===== config.mk =====
export PLATFORM = sky130hd
export DESIGN_NAME = microCpu
export DESIGN_NICKNAME = d
export VERILOG_FILES = /design/src/verilog/cpuPkg.sv /design/src/verilog/aluUnit.sv /design/src/verilog/busMaster.sv /design/src/verilog/interruptArbiter.sv /design/src/verilog/microCpu.sv /design/src/verilog/programSequencer.sv
export SDC_FILE = /design/constraint.sdc
export NUM_CORES = 1
export LEC_CHECK = 0
export BUFFER_PORTS_ARGS = -buffer_cell sky130_fd_sc_hd__buf_2
export CAP_MARGIN = 15
export CORE_MARGIN = 2
export CORE_UTILIZATION = 55
export CTS_BUF_LIST = sky130_fd_sc_hd__clkbuf_16
export DETAILED_ROUTE_END_ITERATION = 10
export PLACE_DENSITY = 0.78
export SLEW_MARGIN = 20
export SYNTH_ARGS = -nofsm -noshare
export SYNTH_HDL_FRONTEND = slang
export SYNTH_SLANG_ARGS = --single-unit

===== constraint.sdc =====
create_clock -name CLK -period 4.63 [get_ports CLK]
set_clock_uncertainty 0.15 [all_clocks]
set_input_delay 0.2315 -clock CLK [delete_from_list [all_inputs] [get_ports CLK]]
set_output_delay 0.2315 -clock CLK [all_outputs]
set_load 0.05 [all_outputs]

===== src/verilog/cpuPkg.sv =====
`default_nettype none

package cpuPkg;

  //////////////////////////////
  // Widths

  // Data bytes, registers A and B
  localparam int dataWidth = 8;
  // ROM address and data bus address
  localparam int addrWidth = 8;
  // Interrupt request lines
  localparam int irqLines = 2;

  // ROM bytes holding the thread start addresses
  localparam logic [addrWidth-1:0] irqVector0 = 8'hFF;
  localparam logic [addrWidth-1:0] irqVector1 = 8'hFE;

  //////////////////////////////
  // Instruction set

  // Low nibble of each opcode byte
  // Unlisted codes run as a one-byte no-operation
  typedef enum logic [3:0] {
    loadA         = 4'h0,
    loadB         = 4'h1,
    storeA        = 4'h2,
    storeB        = 4'h3,
    aluToA        = 4'h4,
    aluToB        = 4'h5,
    branchEqual   = 4'h6,
    branchLess    = 4'h7,
    branchGreater = 4'h8,
    gotoAddr      = 4'h9,
    gotoIdle      = 4'hA
  } opcode_t;

  // High nibble, selects the ALU operation
  // Unlisted codes pass A through
  typedef enum logic [3:0] {
    aluAdd        = 4'h0,
    aluSubtract   = 4'h1,
    aluMultiply   = 4'h2,
    aluAnd        = 4'h3,
    aluOr         = 4'h4,
    aluXor        = 4'h5,
    aluShiftLeft  = 4'h6,
    aluShiftRight = 4'h7,
    aluIncrement  = 4'h8,
    aluDecrement  = 4'h9
  } aluOp_t;

  // Unsigned compare of A against B
  typedef struct packed {
    logic equal;
    logic less;
    logic greater;
  } aluFlags_t;

  //////////////////////////////
  // Bus structs

  // Sequencer to bus master, start is a single-cycle pulse
  typedef struct packed {
    logic                 start;
    logic                 write;
    logic [addrWidth-1:0] addr;
    logic [dataWidth-1:0] data;
  } busRequest_t;

  // Wishbone classic master outputs
  typedef struct packed {
    logic                 cyc;
    logic                 stb;
    logic                 we;
    logic [addrWidth-1:0] adr;
    logic [dataWidth-1:0] datOut;
  } wbMaster_t;

endpackage

`default_nettype wire


===== src/verilog/aluUnit.sv =====
`timescale 1ns/10ps
`default_nettype none

module aluUnit (
  input  wire logic [cpuPkg::dataWidth-1:0] a,
  input  wire logic [cpuPkg::dataWidth-1:0] b,
  input  wire cpuPkg::aluOp_t               op,
  output logic      [cpuPkg::dataWidth-1:0] result,
  output cpuPkg::aluFlags_t                 flags
);
  import cpuPkg::*;

  //////////////////////////////
  // Operation select

  always_comb begin
    case (op)
      aluAdd:        result = a + b;
      aluSubtract:   result = a - b;
      // Only the low byte of the product is kept
      aluMultiply:   result = a * b;
      aluAnd:        result = a & b;
      aluOr:         result = a | b;
      aluXor:        result = a ^ b;
      // Shifts act on A only, zero fill
      aluShiftLeft:  result = a << 1;
      aluShiftRight: result = a >> 1;
      aluIncrement:  result = a + 1'b1;
      aluDecrement:  result = a - 1'b1;
      // Reserved codes
      default:       result = a;
    endcase
  end

  //////////////////////////////
  // Compare flags

  // Always valid, independent of op
  always_comb begin
    flags.equal   = (a == b);
    flags.less    = (a < b);
    flags.greater = (a > b);
  end

endmodule

`default_nettype wire


===== src/verilog/busMaster.sv =====
`timescale 1ns/10ps
`default_nettype none

module busMaster (
  input  wire logic                         CLK,
  input  wire logic                         RESET,
  input  wire cpuPkg::busRequest_t          request,
  output cpuPkg::wbMaster_t                 wbOut,
  input  wire logic [cpuPkg::dataWidth-1:0] wbDatIn,
  input  wire logic                         wbAck,
  output logic                              done,
  output logic      [cpuPkg::dataWidth-1:0] readData
);
  import cpuPkg::*;

  // Cycle state, cyc and stb move together
  logic cycleOpen;
  logic writeEn;
  // Latched request payload
  logic [addrWidth-1:0] adrReg;
  logic [dataWidth-1:0] datReg;

  //////////////////////////////
  // Cycle control

  always_ff @(posedge CLK) begin
    if (RESET) begin
      cycleOpen <= 1'b0;
      writeEn   <= 1'b0;
      done      <= 1'b0;
    end else begin
      done <= 1'b0;
      if (request.start) begin
        cycleOpen <= 1'b1;
        writeEn   <= request.write;
      end else if (cycleOpen && wbAck) begin
        // Close the cycle and report back
        cycleOpen <= 1'b0;
        writeEn   <= 1'b0;
        done      <= 1'b1;
      end
    end
  end

  // Payload is held until the next start
  always_ff @(posedge CLK) begin
    if (request.start) begin
      adrReg <= request.addr;
      datReg <= request.data;
    end
    // Read data sampled in the ack cycle
    if (cycleOpen && wbAck) readData <= wbDatIn;
  end

  assign wbOut = '{cyc: cycleOpen, stb: cycleOpen, we: writeEn, adr: adrReg, datOut: datReg};

  //////////////////////////////
  // Checks

  // Address and direction stay put while the slave stalls
  assert property (@(posedge CLK) disable iff (RESET)
    wbOut.stb && !wbAck |=> $stable(wbOut.adr) && $stable(wbOut.we))
    else $error("Wishbone outputs changed before ack");

  // Sequencer must wait for done before the next request
  assert property (@(posedge CLK) disable iff (RESET) request.start |-> !cycleOpen)
    else $error("Bus request while a cycle is open");

endmodule

`default_nettype wire


===== src/verilog/interruptArbiter.sv =====
`timescale 1ns/10ps
`default_nettype none

module interruptArbiter (
  input  wire logic                        CLK,
  input  wire logic                        RESET,
  input  wire logic [cpuPkg::irqLines-1:0] irqRaise,
  input  wire logic                        idle,
  output logic      [cpuPkg::irqLines-1:0] irqAck,
  output logic                             grant,
  output logic      [cpuPkg::addrWidth-1:0] vectorAddr
);
  import cpuPkg::*;

  logic                 grantNext;
  logic [irqLines-1:0]  winner;
  logic [addrWidth-1:0] winnerVector;

  // Line 0 has priority over line 1
  always_comb begin
    winner       = '0;
    winnerVector = irqVector1;
    if (irqRaise[0]) begin
      winner[0]    = 1'b1;
      winnerVector = irqVector0;
    end else if (irqRaise[1]) begin
      winner[1] = 1'b1;
    end
  end

  // No second grant while the sequencer still shows idle from the last one
  assign grantNext = idle && !grant && (|irqRaise);

  always_ff @(posedge CLK) begin
    if (RESET) begin
      grant  <= 1'b0;
      irqAck <= '0;
    end else begin
      grant  <= grantNext;
      irqAck <= grantNext ? winner : '0;
    end
  end

  // Vector only matters alongside grant
  always_ff @(posedge CLK) begin
    if (grantNext) vectorAddr <= winnerVector;
  end

  // Ack is always a single-cycle pulse
  assert property (@(posedge CLK) disable iff (RESET) (|irqAck) |=> !(|irqAck))
    else $error("irqAck held for more than one cycle");

endmodule

`default_nettype wire


===== src/verilog/microCpu.sv =====
`timescale 1ns/10ps
`default_nettype none

module microCpu (
  input  wire logic                         CLK,
  input  wire logic                         RESET,
  // Program ROM
  output logic      [cpuPkg::addrWidth-1:0] romAddr,
  input  wire logic [cpuPkg::dataWidth-1:0] romData,
  // Wishbone master
  output cpuPkg::wbMaster_t                 wbOut,
  input  wire logic [cpuPkg::dataWidth-1:0] wbDatIn,
  input  wire logic                         wbAck,
  // Interrupts
  input  wire logic [cpuPkg::irqLines-1:0]  irqRaise,
  output logic      [cpuPkg::irqLines-1:0]  irqAck
);
  import cpuPkg::*;

  busRequest_t          request;
  logic                 done;
  logic [dataWidth-1:0] readData;
  logic                 grant;
  logic [addrWidth-1:0] vectorAddr;
  logic                 idle;

  programSequencer sequencer (
    .CLK        (CLK),
    .RESET      (RESET),
    .romAddr    (romAddr),
    .romData    (romData),
    .request    (request),
    .done       (done),
    .readData   (readData),
    .grant      (grant),
    .vectorAddr (vectorAddr),
    .idle       (idle)
  );

  busMaster master (
    .CLK      (CLK),
    .RESET    (RESET),
    .request  (request),
    .wbOut    (wbOut),
    .wbDatIn  (wbDatIn),
    .wbAck    (wbAck),
    .done     (done),
    .readData (readData)
  );

  interruptArbiter arbiter (
    .CLK        (CLK),
    .RESET      (RESET),
    .irqRaise   (irqRaise),
    .idle       (idle),
    .irqAck     (irqAck),
    .grant      (grant),
    .vectorAddr (vectorAddr)
  );

endmodule

`default_nettype wire


===== src/verilog/programSequencer.sv =====
`timescale 1ns/10ps
`default_nettype none

module programSequencer (
  input  wire logic                         CLK,
  input  wire logic                         RESET,
  output logic      [cpuPkg::addrWidth-1:0] romAddr,
  input  wire logic [cpuPkg::dataWidth-1:0] romData,
  output cpuPkg::busRequest_t               request,
  input  wire logic                         done,
  input  wire logic [cpuPkg::dataWidth-1:0] readData,
  input  wire logic                         grant,
  input  wire logic [cpuPkg::addrWidth-1:0] vectorAddr,
  output logic                              idle
);
  import cpuPkg::*;

  //////////////////////////////
  // State encoding

  typedef enum logic [3:0] {
    stIdle,      // Wait for a grant
    stVecWait,   // Vector address on the ROM port
    stVecLoad,   // Vector byte arrives, load the thread start
    stSettle,    // New ROM address settles
    stDecode,    // Opcode on romData
    stAluSave,   // Store ALU result
    stMemWait,   // Operand address on the ROM port
    stMemIssue,  // Address byte arrives, start the bus cycle
    stMemBus,    // Wait for done
    stJumpWait,  // Target address on the ROM port
    stJumpLoad,  // Target byte arrives
    stIdleWait   // Thread ends
  } state_t;

  state_t state, nextState;

  // Program counter and fetch offset for the second byte
  logic [addrWidth-1:0] pc, nextPc;
  logic                 fetchOffset, nextFetchOffset;

  // Working registers
  logic [dataWidth-1:0] regA, nextRegA;
  logic [dataWidth-1:0] regB, nextRegB;

  // Decoded instruction details, kept past the opcode byte
  logic useB, nextUseB;
  logic memWrite, nextMemWrite;
  logic jumpTaken, nextJumpTaken;

  // ALU hookup
  opcode_t              opcode;
  aluOp_t               aluOp;
  logic [dataWidth-1:0] aluResult;
  aluFlags_t            flags;

  assign opcode = opcode_t'(romData[3:0]);
  assign aluOp  = aluOp_t'(romData[7:4]);

  aluUnit alu (
    .a      (regA),
    .b      (regB),
    .op     (aluOp),
    .result (aluResult),
    .flags  (flags)
  );

  // ROM is addressed one byte ahead while the second byte is fetched
  assign romAddr = pc + {{(addrWidth-1){1'b0}}, fetchOffset};
  assign idle    = (state == stIdle);

  // Bus request, start only in the issue state
  always_comb begin
    request.start = (state == stMemIssue);
    request.write = memWrite;
    request.addr  = romData;
    request.data  = useB ? regB : regA;
  end

  //////////////////////////////
  // Registers

  always_ff @(posedge CLK) begin
    if (RESET) begin
      // Fetch from address 0 after a settle cycle
      state       <= stSettle;
      pc          <= '0;
      fetchOffset <= 1'b0;
      regA        <= '0;
      regB        <= '0;
      useB        <= 1'b0;
      memWrite    <= 1'b0;
      jumpTaken   <= 1'b0;
    end else begin
      state       <= nextState;
      pc          <= nextPc;
      fetchOffset <= nextFetchOffset;
      regA        <= nextRegA;
      regB        <= nextRegB;
      useB        <= nextUseB;
      memWrite    <= nextMemWrite;
      jumpTaken   <= nextJumpTaken;
    end
  end

  //////////////////////////////
  // Next state

  always_comb begin
    // Hold by default, offset drops back to 0
    nextState       = state;
    nextPc          = pc;
    nextFetchOffset = 1'b0;
    nextRegA        = regA;
    nextRegB        = regB;
    nextUseB        = useB;
    nextMemWrite    = memWrite;
    nextJumpTaken   = jumpTaken;

    case (state)
      // Thread start
      stIdle: begin
        if (grant) begin
          nextPc    = vectorAddr;
          nextState = stVecWait;
        end
      end
      stVecWait:  nextState = stVecLoad;
      stVecLoad: begin
        nextPc    = romData;
        nextState = stSettle;
      end
      stSettle:   nextState = stDecode;

      // Opcode decode
      stDecode: begin
        nextFetchOffset = 1'b1;
        // Bit 0 picks B for loads, stores and ALU writes
        nextUseB        = romData[0];
        case (opcode)
          loadA, loadB, storeA, storeB: begin
            nextMemWrite = romData[1];
            nextState    = stMemWait;
          end
          aluToA, aluToB: nextState = stAluSave;
          branchEqual: begin
            nextJumpTaken = flags.equal;
            nextState     = stJumpWait;
          end
          branchLess: begin
            nextJumpTaken = flags.less;
            nextState     = stJumpWait;
          end
          branchGreater: begin
            nextJumpTaken = flags.greater;
            nextState     = stJumpWait;
          end
          gotoAddr: begin
            nextJumpTaken = 1'b1;
            nextState     = stJumpWait;
          end
          gotoIdle: nextState = stIdleWait;
          default: begin
            // One-byte no-operation
            nextFetchOffset = 1'b0;
            nextPc          = pc + 1'b1;
            nextState       = stSettle;
          end
        endcase
      end

      // ALU, opcode is still on romData here
      stAluSave: begin
        if (useB) nextRegB = aluResult;
        else nextRegA = aluResult;
        nextPc    = pc + 1'b1;
        nextState = stSettle;
      end

      // Load and store
      stMemWait:  nextState = stMemIssue;
      stMemIssue: begin
        nextPc    = pc + addrWidth'(2);
        nextState = stMemBus;
      end
      stMemBus: begin
        if (done) begin
          if (!memWrite) begin
            if (useB) nextRegB = readData;
            else nextRegA = readData;
          end
          nextState = stDecode;
        end
      end

      // Branch and goto share the target fetch
      stJumpWait: nextState = stJumpLoad;
      stJumpLoad: begin
        nextPc    = jumpTaken ? romData : pc + addrWidth'(2);
        nextState = stSettle;
      end

      stIdleWait: nextState = stIdle;

      default: nextState = stSettle;
    endcase
  end

endmodule

`default_nettype wire

Word-level counts from Yosys, hierarchy flattened
Index checks and enable logic that the tools add are counted.
{"block": "classes", "n_mul": 1, "mux": 29, "div_mod_pow": 0, "order_cmp": 2, "n_eq_ne": 39, "n_reduce_logical": 26, "addsub": 7, "shifts": 0, "n_bitwise": 5}
{"cell": "$mux W8", "n": 12}
{"cell": "$pmux W8 S10", "n": 1}
{"cell": "$eq A4 B3 Y1 const B", "n": 12}
{"cell": "$pmux W8 S6", "n": 1}
{"cell": "$eq A4 B4 Y1 const B", "n": 9}
{"cell": "$pmux W4 S9", "n": 1}
{"cell": "$pmux W8 S2", "n": 2}
{"cell": "$eq A4 B2 Y1 const B", "n": 6}
{"cell": "$add A8 B1 Y8 const B", "n": 2}
{"cell": "$pmux W4 S4", "n": 1}
{"cell": "$eq A4 B1 Y1 const B", "n": 3}
{"cell": "$logic_not A4 Y1", "n": 3}
{"cell": "$reduce_or A11 Y1", "n": 1}
{"cell": "$ne A2 B2 Y1 const B", "n": 5}
{"cell": "$reduce_and A5 Y1", "n": 2}
{"cell": "$reduce_or A2 Y1", "n": 5}
{"cell": "$add A8 B1 Y8", "n": 1}
{"cell": "$add A8 B2 Y8 const B", "n": 1}
{"cell": "$add A8 B8 Y8", "n": 1}
{"cell": "$and A8 B8 Y8", "n": 1}
{"cell": "$eq A8 B8 Y1", "n": 1}
{"cell": "$gt A8 B8 Y1", "n": 1}
{"cell": "$lt A8 B8 Y1", "n": 1}
{"cell": "$mul A8 B8 Y8", "n": 1}
{"cell": "other kinds (18)", "n": 35}
{"block": "word_totals", "regBits": 70, "word_cells": 127, "rom_bits": 0, "mem_bits_rw": 0, "mem_count": 0, "latchBits": 0, "output_inout_bits": 29, "input_bits": 21}

Logic depth before layout (Yosys ltp)
Gate-level depths: netlist (run 1).
{"block": "logic_depth", "word_depth": 5, "mapped_depth": 18, "mapped_depth_nobuf": 18}

Modules after synthesis
From an unflattened synthesis (run 1), not the netlist that was laid out.
{"block": "hier_totals", "cells_unflattened": 676, "hier_area_um2": 5829.3}
{"mod": "aluUnit", "seq_area_each_um2": 0.0, "instances": 1, "cells_each": 344, "area_per_inst_um2": 2531.2}
{"mod": "programSequencer", "seq_area_each_um2": 640.6, "instances": 1, "cells_each": 274, "area_per_inst_um2": 2244.7}
{"mod": "busMaster", "seq_area_each_um2": 780.7, "instances": 1, "cells_each": 39, "area_per_inst_um2": 863.3}
{"mod": "interruptArbiter", "seq_area_each_um2": 90.1, "instances": 1, "cells_each": 19, "area_per_inst_um2": 190.2}

Worst setup path before layout (run 1)
OpenSTA, ideal clock, no wires.
{"block": "synth_path", "kind": "flip-flop to flip-flop", "startpoint": "reg sequencer.regA[1]", "endpoint": "reg sequencer.regA[7]", "synth_period_minus_slack_ns": 4.478, "setup_ns": 0.142, "setup_slack_ns": 0.152, "arrival_time_ns": 4.186, "stages_incl_launch_ff": 17, "required_time_ns": 4.338, "n_path_buf": 0, "cell_sequence": "dfxtp_1 nand2_1 fa_1 fa_1 inv_1 fa_1 inv_1 fa_1 inv_1 ha_1 a21oi_1 xnor3_1 xnor3_1 a21oi_1 o221ai_2 nand2_1 a311oi_1"}
{"block": "synth_via", "elab_chain_len": 4, "word_cells_on_any_way": 8, "cone_classes": "4 x add/sub; 1 x mul; 3 x mux"}
{"element": "start, declared", "line": "programSequencer.sv:43", "rtl": "logic [dataWidth-1:0] regA, nextRegA;"}
{"element": "start signal, assigned", "line": "programSequencer.sv:98", "rtl": "regA <= nextRegA;"}
{"element": "$mul A8 B8 Y8, or another cell as far along", "line": "aluUnit.sv:21", "rtl": "aluMultiply: result = a * b;"}
{"element": "$pmux W8 S10 *", "line": "aluUnit.sv:17", "rtl": "case (op)"}
{"element": "$mux W8 *", "line": "programSequencer.sv:174", "rtl": "if (useB) nextRegB = aluResult;"}
{"element": "$pmux W8 S2 *", "line": "programSequencer.sv:120", "rtl": "case (state)"}
Mark *: on every way between the ends. The rest lies on a longest branch, timed or not. The select of a mux whose other input is x is not followed.
A chain may end at the register's enable or synchronous reset.

Final worst setup path (run 1)
{"block": "layout_path", "startpoint": "reg sequencer.regA[2]", "endpoint": "reg sequencer.regB[5]"}
{"block": "layout_via", "elab_chain_len": 4, "word_cells_on_any_way": 8, "cone_classes": "4 x add/sub; 1 x mul; 3 x mux"}
{"element": "$mul A8 B8 Y8, or another cell as far along", "line": "aluUnit.sv:21"}
{"element": "$pmux W8 S10 *", "line": "aluUnit.sv:17"}
{"element": "$mux W8 *", "line": "programSequencer.sv:174"}
{"element": "$pmux W8 S2 *", "line": "programSequencer.sv:120"}
{"element": "end signal, assigned", "line": "programSequencer.sv:99", "rtl": "regB <= nextRegB;"}
{"element": "end, declared", "line": "programSequencer.sv:44", "rtl": "logic [dataWidth-1:0] regB, nextRegB;"}
Marks and branches as above.

==> results, run 1 <==
- The period utilization is 0.955.
- The worst setup path is launched from a register.
- Synthesis handed over a netlist of 662 instances.
- Traced cell by cell, the critical path runs through ha_2, inv_1, fa_1, inv_1, fa_1, ha_1, inv_1, fa_1, inv_1, ha_1, xor2_1, mux2_2, o21ai_2, o41ai_1, o21ai_1, o211ai_1, a22oi_2, a211oi_1.
- The count of unique library cells instantiated by Yosys is 67.
- TritonCTS built the clock tree.
- The die height is 103 microns.
- The first routing iteration left 629 violations.
- The total of max-cap violations is 0.
- Prior to clock tree synthesis, the placed netlist has a worst setup slack of -0.0676 ns.
- For hold timing, the worst endpoint is arbiter.irqAck[1].
- The launching point of the worst reg2reg path is sequencer.regA[2].
- In the post-synthesis netlist, the cell with the most instances is sky130_fd_sc_hd__nor2_1.
- For the pin with the worst max-slew slack, the measured transition is 0.900 ns.
- The wire-length estimate of the detail-placed layout is 12,000 microns.
- The number of optimization iterations in the first detailed-route pass is 5.
- After synthesis, the most frequently instantiated cells are sky130_fd_sc_hd__nor2_1 (68), sky130_fd_sc_hd__nand2_1 (65), sky130_fd_sc_hd__inv_1 (58), sky130_fd_sc_hd__ha_1 (52), sky130_fd_sc_hd__a21oi_1 (50).
- Counting flops and latches in the post-synthesis netlist gives 63.
- STA puts the critical path data required time at 4.66 ns.
- The sequential element share of the synthesized area is 0.279.
- The max-slew violation total from the final report was 0.
- The final standard cell count with taps included and fillers excluded is 865.
- The first-pass GRT wire length is 25,100 microns.
- Summing every instance area after synthesis gives 5420 sq um.
- The area of all placed cells without fillers is 6320 sq um.
- After clock tree synthesis, the clock-pin slew on the worst setup and hold paths is 0.05 ns.
- In this run the tool buffered the top-level ports with 49 buffer cells.
- The total overflow left after global routing is 0.
- Of the cells placed in the final design, the portion with a size suffix greater than 1 is 0.163.
- The via count of the first global-routing pass came to 4,947.
- CTS saw 63 sinks.
- The longest clock path from root to sink contains 2 buffers.
- The slowest stage of the critical path belongs to the cell sky130_fd_sc_hd__fa_1.
- Once detail routing completed, the nets flagged for antenna violations numbered 0.
- Summed over all failing endpoints, the final setup total negative slack is 0 ns.
- The die covers 10,700 sq um.
- The number of warnings printed during yosys synthesis is 0.
- The overall routing resource usage is 0.312.
- The cell depth of the worst hold path is 2.
- The congestion estimate from routability-driven global placement came to 1.00.
- The worst max-slew margin expressed relative to the limit is 0.396.
- The endpoint class of the critical path is a register.
- The final critical-path required period is 4.42 ns.
- The final wirelength is 16,000 microns.
- The dominant cell type by count on the critical path is sky130_fd_sc_hd__inv_1.
- The count of pins on the block boundary is 50.
- Clock latency on the worst-skew pair, taken at its later pin, is 0.34 ns.
- The number of nets in the synthesized netlist is 749.
- The number of hold-slack violations in the final timing report is 0.
- The top-area cell type share of the netlist area is 0.140.
- The worst hold path begins at irqRaise[1].
- Setup slack closes at 0.208 ns.
- The die boundary width is 103 microns.
- The run finished with clean final reports.
- The most used flip-flop cell after synthesis is sky130_fd_sc_hd__dfxtp_1.
- The worst-case IR drop observed on VDD is 0.000154 V.
- Final hold analysis gives a worst-case slack of 0.0215 ns.
- Power spread over the standard cell area amounts to 279 nW/um^2.
- The number of antenna violations at the first check in global routing came to 0.
- The growth of design area from synthesis to finish is 16.7%.
- The effective utilization at floorplan is 0.559.
- The mean area per synthesized cell is 8.18 sq um.
- The number of placed instances, taps included is 839.
- The setup slack of the most critical reg-to-reg path is 0.21 ns.
- The share of synthesized flip-flops with an asynchronous set or reset is 0.
- The number of buffers added by the clock tree synthesis step is 9.
- The number of synthesized flops with an enable pin is 25.
- The cell taking the most area after synthesis is sky130_fd_sc_hd__dfxtp_1.
- Entering global routing, the biggest net connects 38 pins.
- Data arrives at the worst endpoint at 4.46 ns.
- The cell sitting at the root of the clock tree is a sky130_fd_sc_hd__clkbuf_16.
- By area the synthesized netlist is led by sky130_fd_sc_hd__dfxtp_1 (14%), sky130_fd_sc_hd__edfxtp_1 (14%), sky130_fd_sc_hd__ha_1 (12%).
- Summed over all cells, the static leakage comes to 2.65 nW.
- The count of H-tree levels built during CTS is 3.
- The number of endpoints failing setup at the final stage is 0.
- The worst register-to-register path ends at sequencer.regB[5].
- Detailed routing inserted a total of 5,331 vias.
- The detailed-route DRC error count is 0.
- The floorplan step defined a core boundary enclosing 9680 sq um.
- The classification of the worst setup path is register to register.
- Derived from the worst setup path, the maximum achievable clock frequency is 226 MHz.
- In this run the worst path has a maximum fanout of 5.
- Dividing the detail-routed wire length by the instance count gives 18.5 microns.
- The delay of the slowest cell on the worst path is 0.53 ns.
- 0 antenna diodes ended up in the layout.
- The floorplan row count is 36.
- After the last flow step, the layout net total stands at 814.
- The depth of the most critical reg-to-reg path is 18.
- The classification of the worst-slack hold path is primary input to register.
- After detailed placement, the total cell area comes to 5910 sq um.
- In the routed layout, each cell is associated on average with a via count of 6.16.
[sequential cells by signal, indices dropped and copies added (netlist names)]
signal and count:
master.adrReg 8, master.datReg 8, master.readData 8, sequencer.pc 8, sequencer.regA 8, sequencer.regB 8, sequencer.state 4, arbiter.irqAck 2
arbiter.grant 1, arbiter.vectorAddr 1, master.cycleOpen 1, master.done 1, master.writeEn 1, sequencer.fetchOffset 1, sequencer.jumpTaken 1, sequencer.memWrite 1
sequencer.useB 1
[worst max-delay path, delay by kind of cell, from the launching register on]
family                     cells  cell delay (ns)
AOI/OAI and AO/OA              6             0.92
xor gates and xnor gates       1             0.17
adders and majority gates      6             2.17
buffers and inverters          4             0.25
DFF                            1             0.36
muxes                          1             0.26
[final cells by class]
| type | instances | area (sq um) |
|---|---|---|
| sequential | 63 | 1520 |
| inverter | 59 | 221 |
| fill | 815 | 3360 |
| tap | 133 | 166 |
| clock inverter | 6 | 27.5 |
| clock buffer | 10 | 250 |
| timing repair buffer | 93 | 601 |
| multi-input combinational | 501 | 3530 |
[logic make-up (layout without fill, tap and decap cells)]
kind of cell	after synthesis	after routing	share of synthesized area
flip-flops	63	63	0.279
AO/OA/AOI/OAI	172	172	0.203
XOR/XNOR	36	36	0.0647
AND/OR/NAND/NOR	215	215	0.183
multiplexers	12	12	0.0250
adder cells (fa/ha/maj)	66	66	0.172
buffers and inverters	98	168	0.0728
[stage by stage]
stage / power [W] / util
floorplan: 0.00101 / -
global placement: 0.00111 / 0.610
detailed placement: 0.00112 / 0.610
CTS: 0.00175 / 0.650
global route: 0.00183 / 0.653
finish: 0.00176 / 0.653
[metal layers]
| metal | vias to the layer above | global-route usage | share of wire |
|---|---|---|---|
| met4 | 0 | 0.128 | 0.037 |
| met1 | 2443 | 0.428 | 0.41 |
| met5 | - | 0 | 0 |
| met2 | 362 | 0.475 | 0.44 |
| li1 | 2460 | - | - |
| met3 | 66 | 0.0739 | 0.12 |
[placed cells by master (no fill, tap or decap), drive strengths merged, types with 23 or more instances in the layout]
cell type  instances
buf               83
nor2              68
nand2             65
inv               60
ha                52
a21oi             50
o21ai             42
dfxtp             38
xnor2             27
edfxtp            25
nor3              23
[report_power, final]
part | switching, W | internal [W] | leakage, nW
registers | 0.0000532 | 0.000616 | 0.539
logic | 0.000306 | 0.000156 | 1.97
clock network | 0.000245 | 0.000386 | 0.141
[worst max-delay path by stage]
stage	startpoint	to	slack, ns
after floorplan	sequencer.regA[1]	sequencer.regA[7]	0.15
after global placement	sequencer.regA[1]	sequencer.regB[7]	0.12
after detailed placement	sequencer.regA[2]	sequencer.regB[7]	-0.07
after CTS	sequencer.regB[4]	sequencer.regB[7]	0.0001
after global routing	sequencer.regA[2]	sequencer.regB[5]	-0.01
final	sequencer.regA[2]	sequencer.regB[5]	0.21
[timing repair]
item | 4_1_cts | 5_1_grt
endpoints found under the setup margin | 4 | 4
hold buffers | 10 | 0
hold endpoints to repair | 12 | 0
gates resized for setup | 5 | 9
pin swaps | 0 | 2
buffers inserted | 0 | 0
Note: power is estimated with default switching activity, not from simulation.
==> run 2, diff against run 1 <==
--- a/config.mk
+++ b/config.mk
@@ -11,7 +11,7 @@
 export CORE_UTILIZATION = 55
 export CTS_BUF_LIST = sky130_fd_sc_hd__clkbuf_16
 export DETAILED_ROUTE_END_ITERATION = 10
-export PLACE_DENSITY = 0.78
+export PLACE_DENSITY = 0.75
 export SLEW_MARGIN = 20
 export SYNTH_ARGS = -nofsm -noshare
 export SYNTH_HDL_FRONTEND = slang
==> constraint.sdc (replaced) <==
create_clock -name CLK -period 5.4 [get_ports CLK]
set_clock_uncertainty 0.15 [all_clocks]
set_input_delay 0.27 -clock CLK [delete_from_list [all_inputs] [get_ports CLK]]
set_output_delay 0.27 -clock CLK [all_outputs]
set_load 0.05 [all_outputs]
==> results, run 2 (synthesized netlist as in run 1, its figures left out) <==
- The worst setup path is captured at a register.
- The maximum number of pins on one net before global-route repair is 38.
- The detailed-route DRC error count is 0.
- The congestion estimate from routability-driven global placement came to 0.974.
- The worst-case setup margin in the final layout is 0.494 ns.
- The number of gates resized after CTS is 0.
- Timing would allow up to 204 MHz.
- After global routing the overflow that remains totals 0.
- The effective utilization at floorplan is 0.559.
- The half-perimeter wire length after placement is 11,100 microns.
- At the pin with the least slew margin, the transition time is 0.905 ns.
- The count of H-tree levels built during CTS is 3.
- The final critical-path required period is 4.91 ns.
- Clock latency on the worst-skew pair, taken at its later pin, is 0.34 ns.
- The number of nets in the layout is 789.
- The floorplan row count is 36.
- The via density per instance is 6.13.
- The library cells used most frequently in the layout, excluding fill and tap cells, are sky130_fd_sc_hd__nor2_1 (68), sky130_fd_sc_hd__nand2_1 (65), sky130_fd_sc_hd__inv_1 (59).
- Buffers inserted during clock tree synthesis total 9.
- For the worst setup path, the data arrival time is 4.94 ns.
- The final wirelength is 15,100 microns.
- Across the VDD grid, the largest voltage drop is 0.000201 V.
- Leaving out fill and tap cells, the most frequent cell in the layout is sky130_fd_sc_hd__nor2_1.
- The first global-routing pass estimated 24,000 microns of wire.
- The via count is 5,145.
- The count of antenna diodes in the layout is 0.
- Before antenna repair, the detailed router went through 6 iterations.
- In this run the deepest clock path goes through 2 buffers.
- In this run the worst path has a maximum fanout of 12.
- Setup repair after global routing left no endpoint under its margin.
- For this design the top-level I/O count stands at 50.
- The number of antenna violations at the first check in global routing was 0.
- The share of post-route cells with drive strength above 1 is 0.120.
- The worst setup path is launched from a register.
- Dividing the final minimum period by the clock period gives 0.908.
- The clock root buffer master is sky130_fd_sc_hd__clkbuf_16.
- The clock tree from TritonCTS is built.
- The area of the die is 10,700 sq um.
- The max-slew violation total from the final report is 0.
- The worst max-slew margin expressed relative to the limit is 0.392.
- The classification of the worst-slack hold path is primary input to register.
- The total of max-cap violations is 0.
- The die height is 103 microns.
- The clock sink count is 63.
- The number of endpoints failing setup at the final stage is 0.
- For this design the static power due to leakage is 2.52 nW.
- The run finished with clean final reports.
- At the placement stage, the worst setup path has a slack of 0.535 ns.
- The worst path required time is 5.44 ns.
- The count of nets left with antenna violations after detail routing is 0.
- The post-route setup TNS is 0 ns.
- The number of I/O port buffers is 49.
- Compared with the post-synthesis result, the final layout area differs by 12.4%.
- Post-CTS timing repair inserted 0 buffers for setup.
- The critical path in this run is classified as register to register.
- From left edge to right edge, the die measures 103 microns.
- The area of the placeable core is 9680 sq um.
- The clock-pin transition on the worst setup and hold timing paths is 0.06 ns.
- The number of hold-slack violations in the final timing report is 0.
- The overall routing resource usage is 0.294.
- The power per cell area is 244 nW/um^2.
- The initial detailed-routing violation count is 582.
- The via count of the first global-routing pass is 4,622.
- In the final routed layout, each cell accounts on average for 18.0 microns.
[run 2: cell types whose count changed in the layout (fill, tap and decap cells not counted), moves of 2 or more]
cell	before	now
sky130_fd_sc_hd__dfxtp_2	6	0
sky130_fd_sc_hd__a21oi_2	2	0
sky130_fd_sc_hd__a21oi_1	48	50
sky130_fd_sc_hd__dfxtp_1	32	38
sky130_fd_sc_hd__buf_4	34	10
sky130_fd_sc_hd__o21ai_0	39	41
[run 2: through the flow]
step / total power (W) / cell area, sq um / std cells / util / hold slack, ns
floorplan: 0.000869 / 5420 / 662 / - / 0.199
global placement: 0.000947 / 5730 / 815 / 0.592 / 0.297
detailed placement: 0.000956 / 5730 / 815 / 0.592 / 0.298
CTS: 0.00148 / 6090 / 840 / 0.628 / 0.0507
global route: 0.00155 / 6090 / 840 / 0.628 / 0.0585
finish: 0.00148 / 6090 / 840 / 0.628 / 0.0488
[run 2: where the power goes]
group	total (W)	switching, W	internal [W]
logic	0.000388	0.000259	0.000129
registers	0.000575	0.0000472	0.000528
clock network	0.000522	0.000217	0.000306
[run 2: worst paths after layout]
path | start | endpoint | slack [ns] | depth (start not counted)
worst max-delay path | sequencer.regA[1] | sequencer.regA[7] | 0.49 | 16
worst min-delay path | romData[0] | master.adrReg[0] | 0.05 | 1
worst max register to register | sequencer.regA[1] | sequencer.regA[7] | 0.49 | 16
worst min register to register | master.writeEn | master.writeEn | 0.32 | 2
[run 2: routing by layer]
metal | up-vias | track usage | wire length [microns]
met2 | 296 | 0.441 | 6560
met5 | - | 0 | 0
met3 | 54 | 0.0484 | 1380
met1 | 2388 | 0.431 | 6720
met4 | 0 | 0.102 | 425
li1 | 2407 | - | -
[run 2: area by class of cell]
class	count	area, sq um
Timing Repair Buffer	68	410
Sequential cell	63	1510
Multi-Input combinational cell	501	3510
Clock buffer	9	225
Inverter	59	221
Clock inverter	7	41.3
Fill cell	863	3600
Tap cell	133	166
[run 2: timing repair]
item,in CTS,in global routing
hold buffers,9,0
hold endpoints to repair,10,0
setup endpoints to repair,0,0
[run 2: critical path, cell delays in order (launching register included)]
cell	delay, ns
sky130_fd_sc_hd__dfxtp_1	0.68
sky130_fd_sc_hd__nand2_1	0.16
sky130_fd_sc_hd__fa_1	0.48
sky130_fd_sc_hd__fa_1	0.54
sky130_fd_sc_hd__inv_1	0.05
sky130_fd_sc_hd__fa_1	0.47
sky130_fd_sc_hd__inv_1	0.05
sky130_fd_sc_hd__fa_1	0.54
sky130_fd_sc_hd__inv_1	0.04
sky130_fd_sc_hd__ha_1	0.31
sky130_fd_sc_hd__a21oi_1	0.17
sky130_fd_sc_hd__xnor3_1	0.24
sky130_fd_sc_hd__xnor3_1	0.37
sky130_fd_sc_hd__a21oi_1	0.21
sky130_fd_sc_hd__o221ai_2	0.12
sky130_fd_sc_hd__nand2_1	0.10
sky130_fd_sc_hd__a311oi_1	0.09
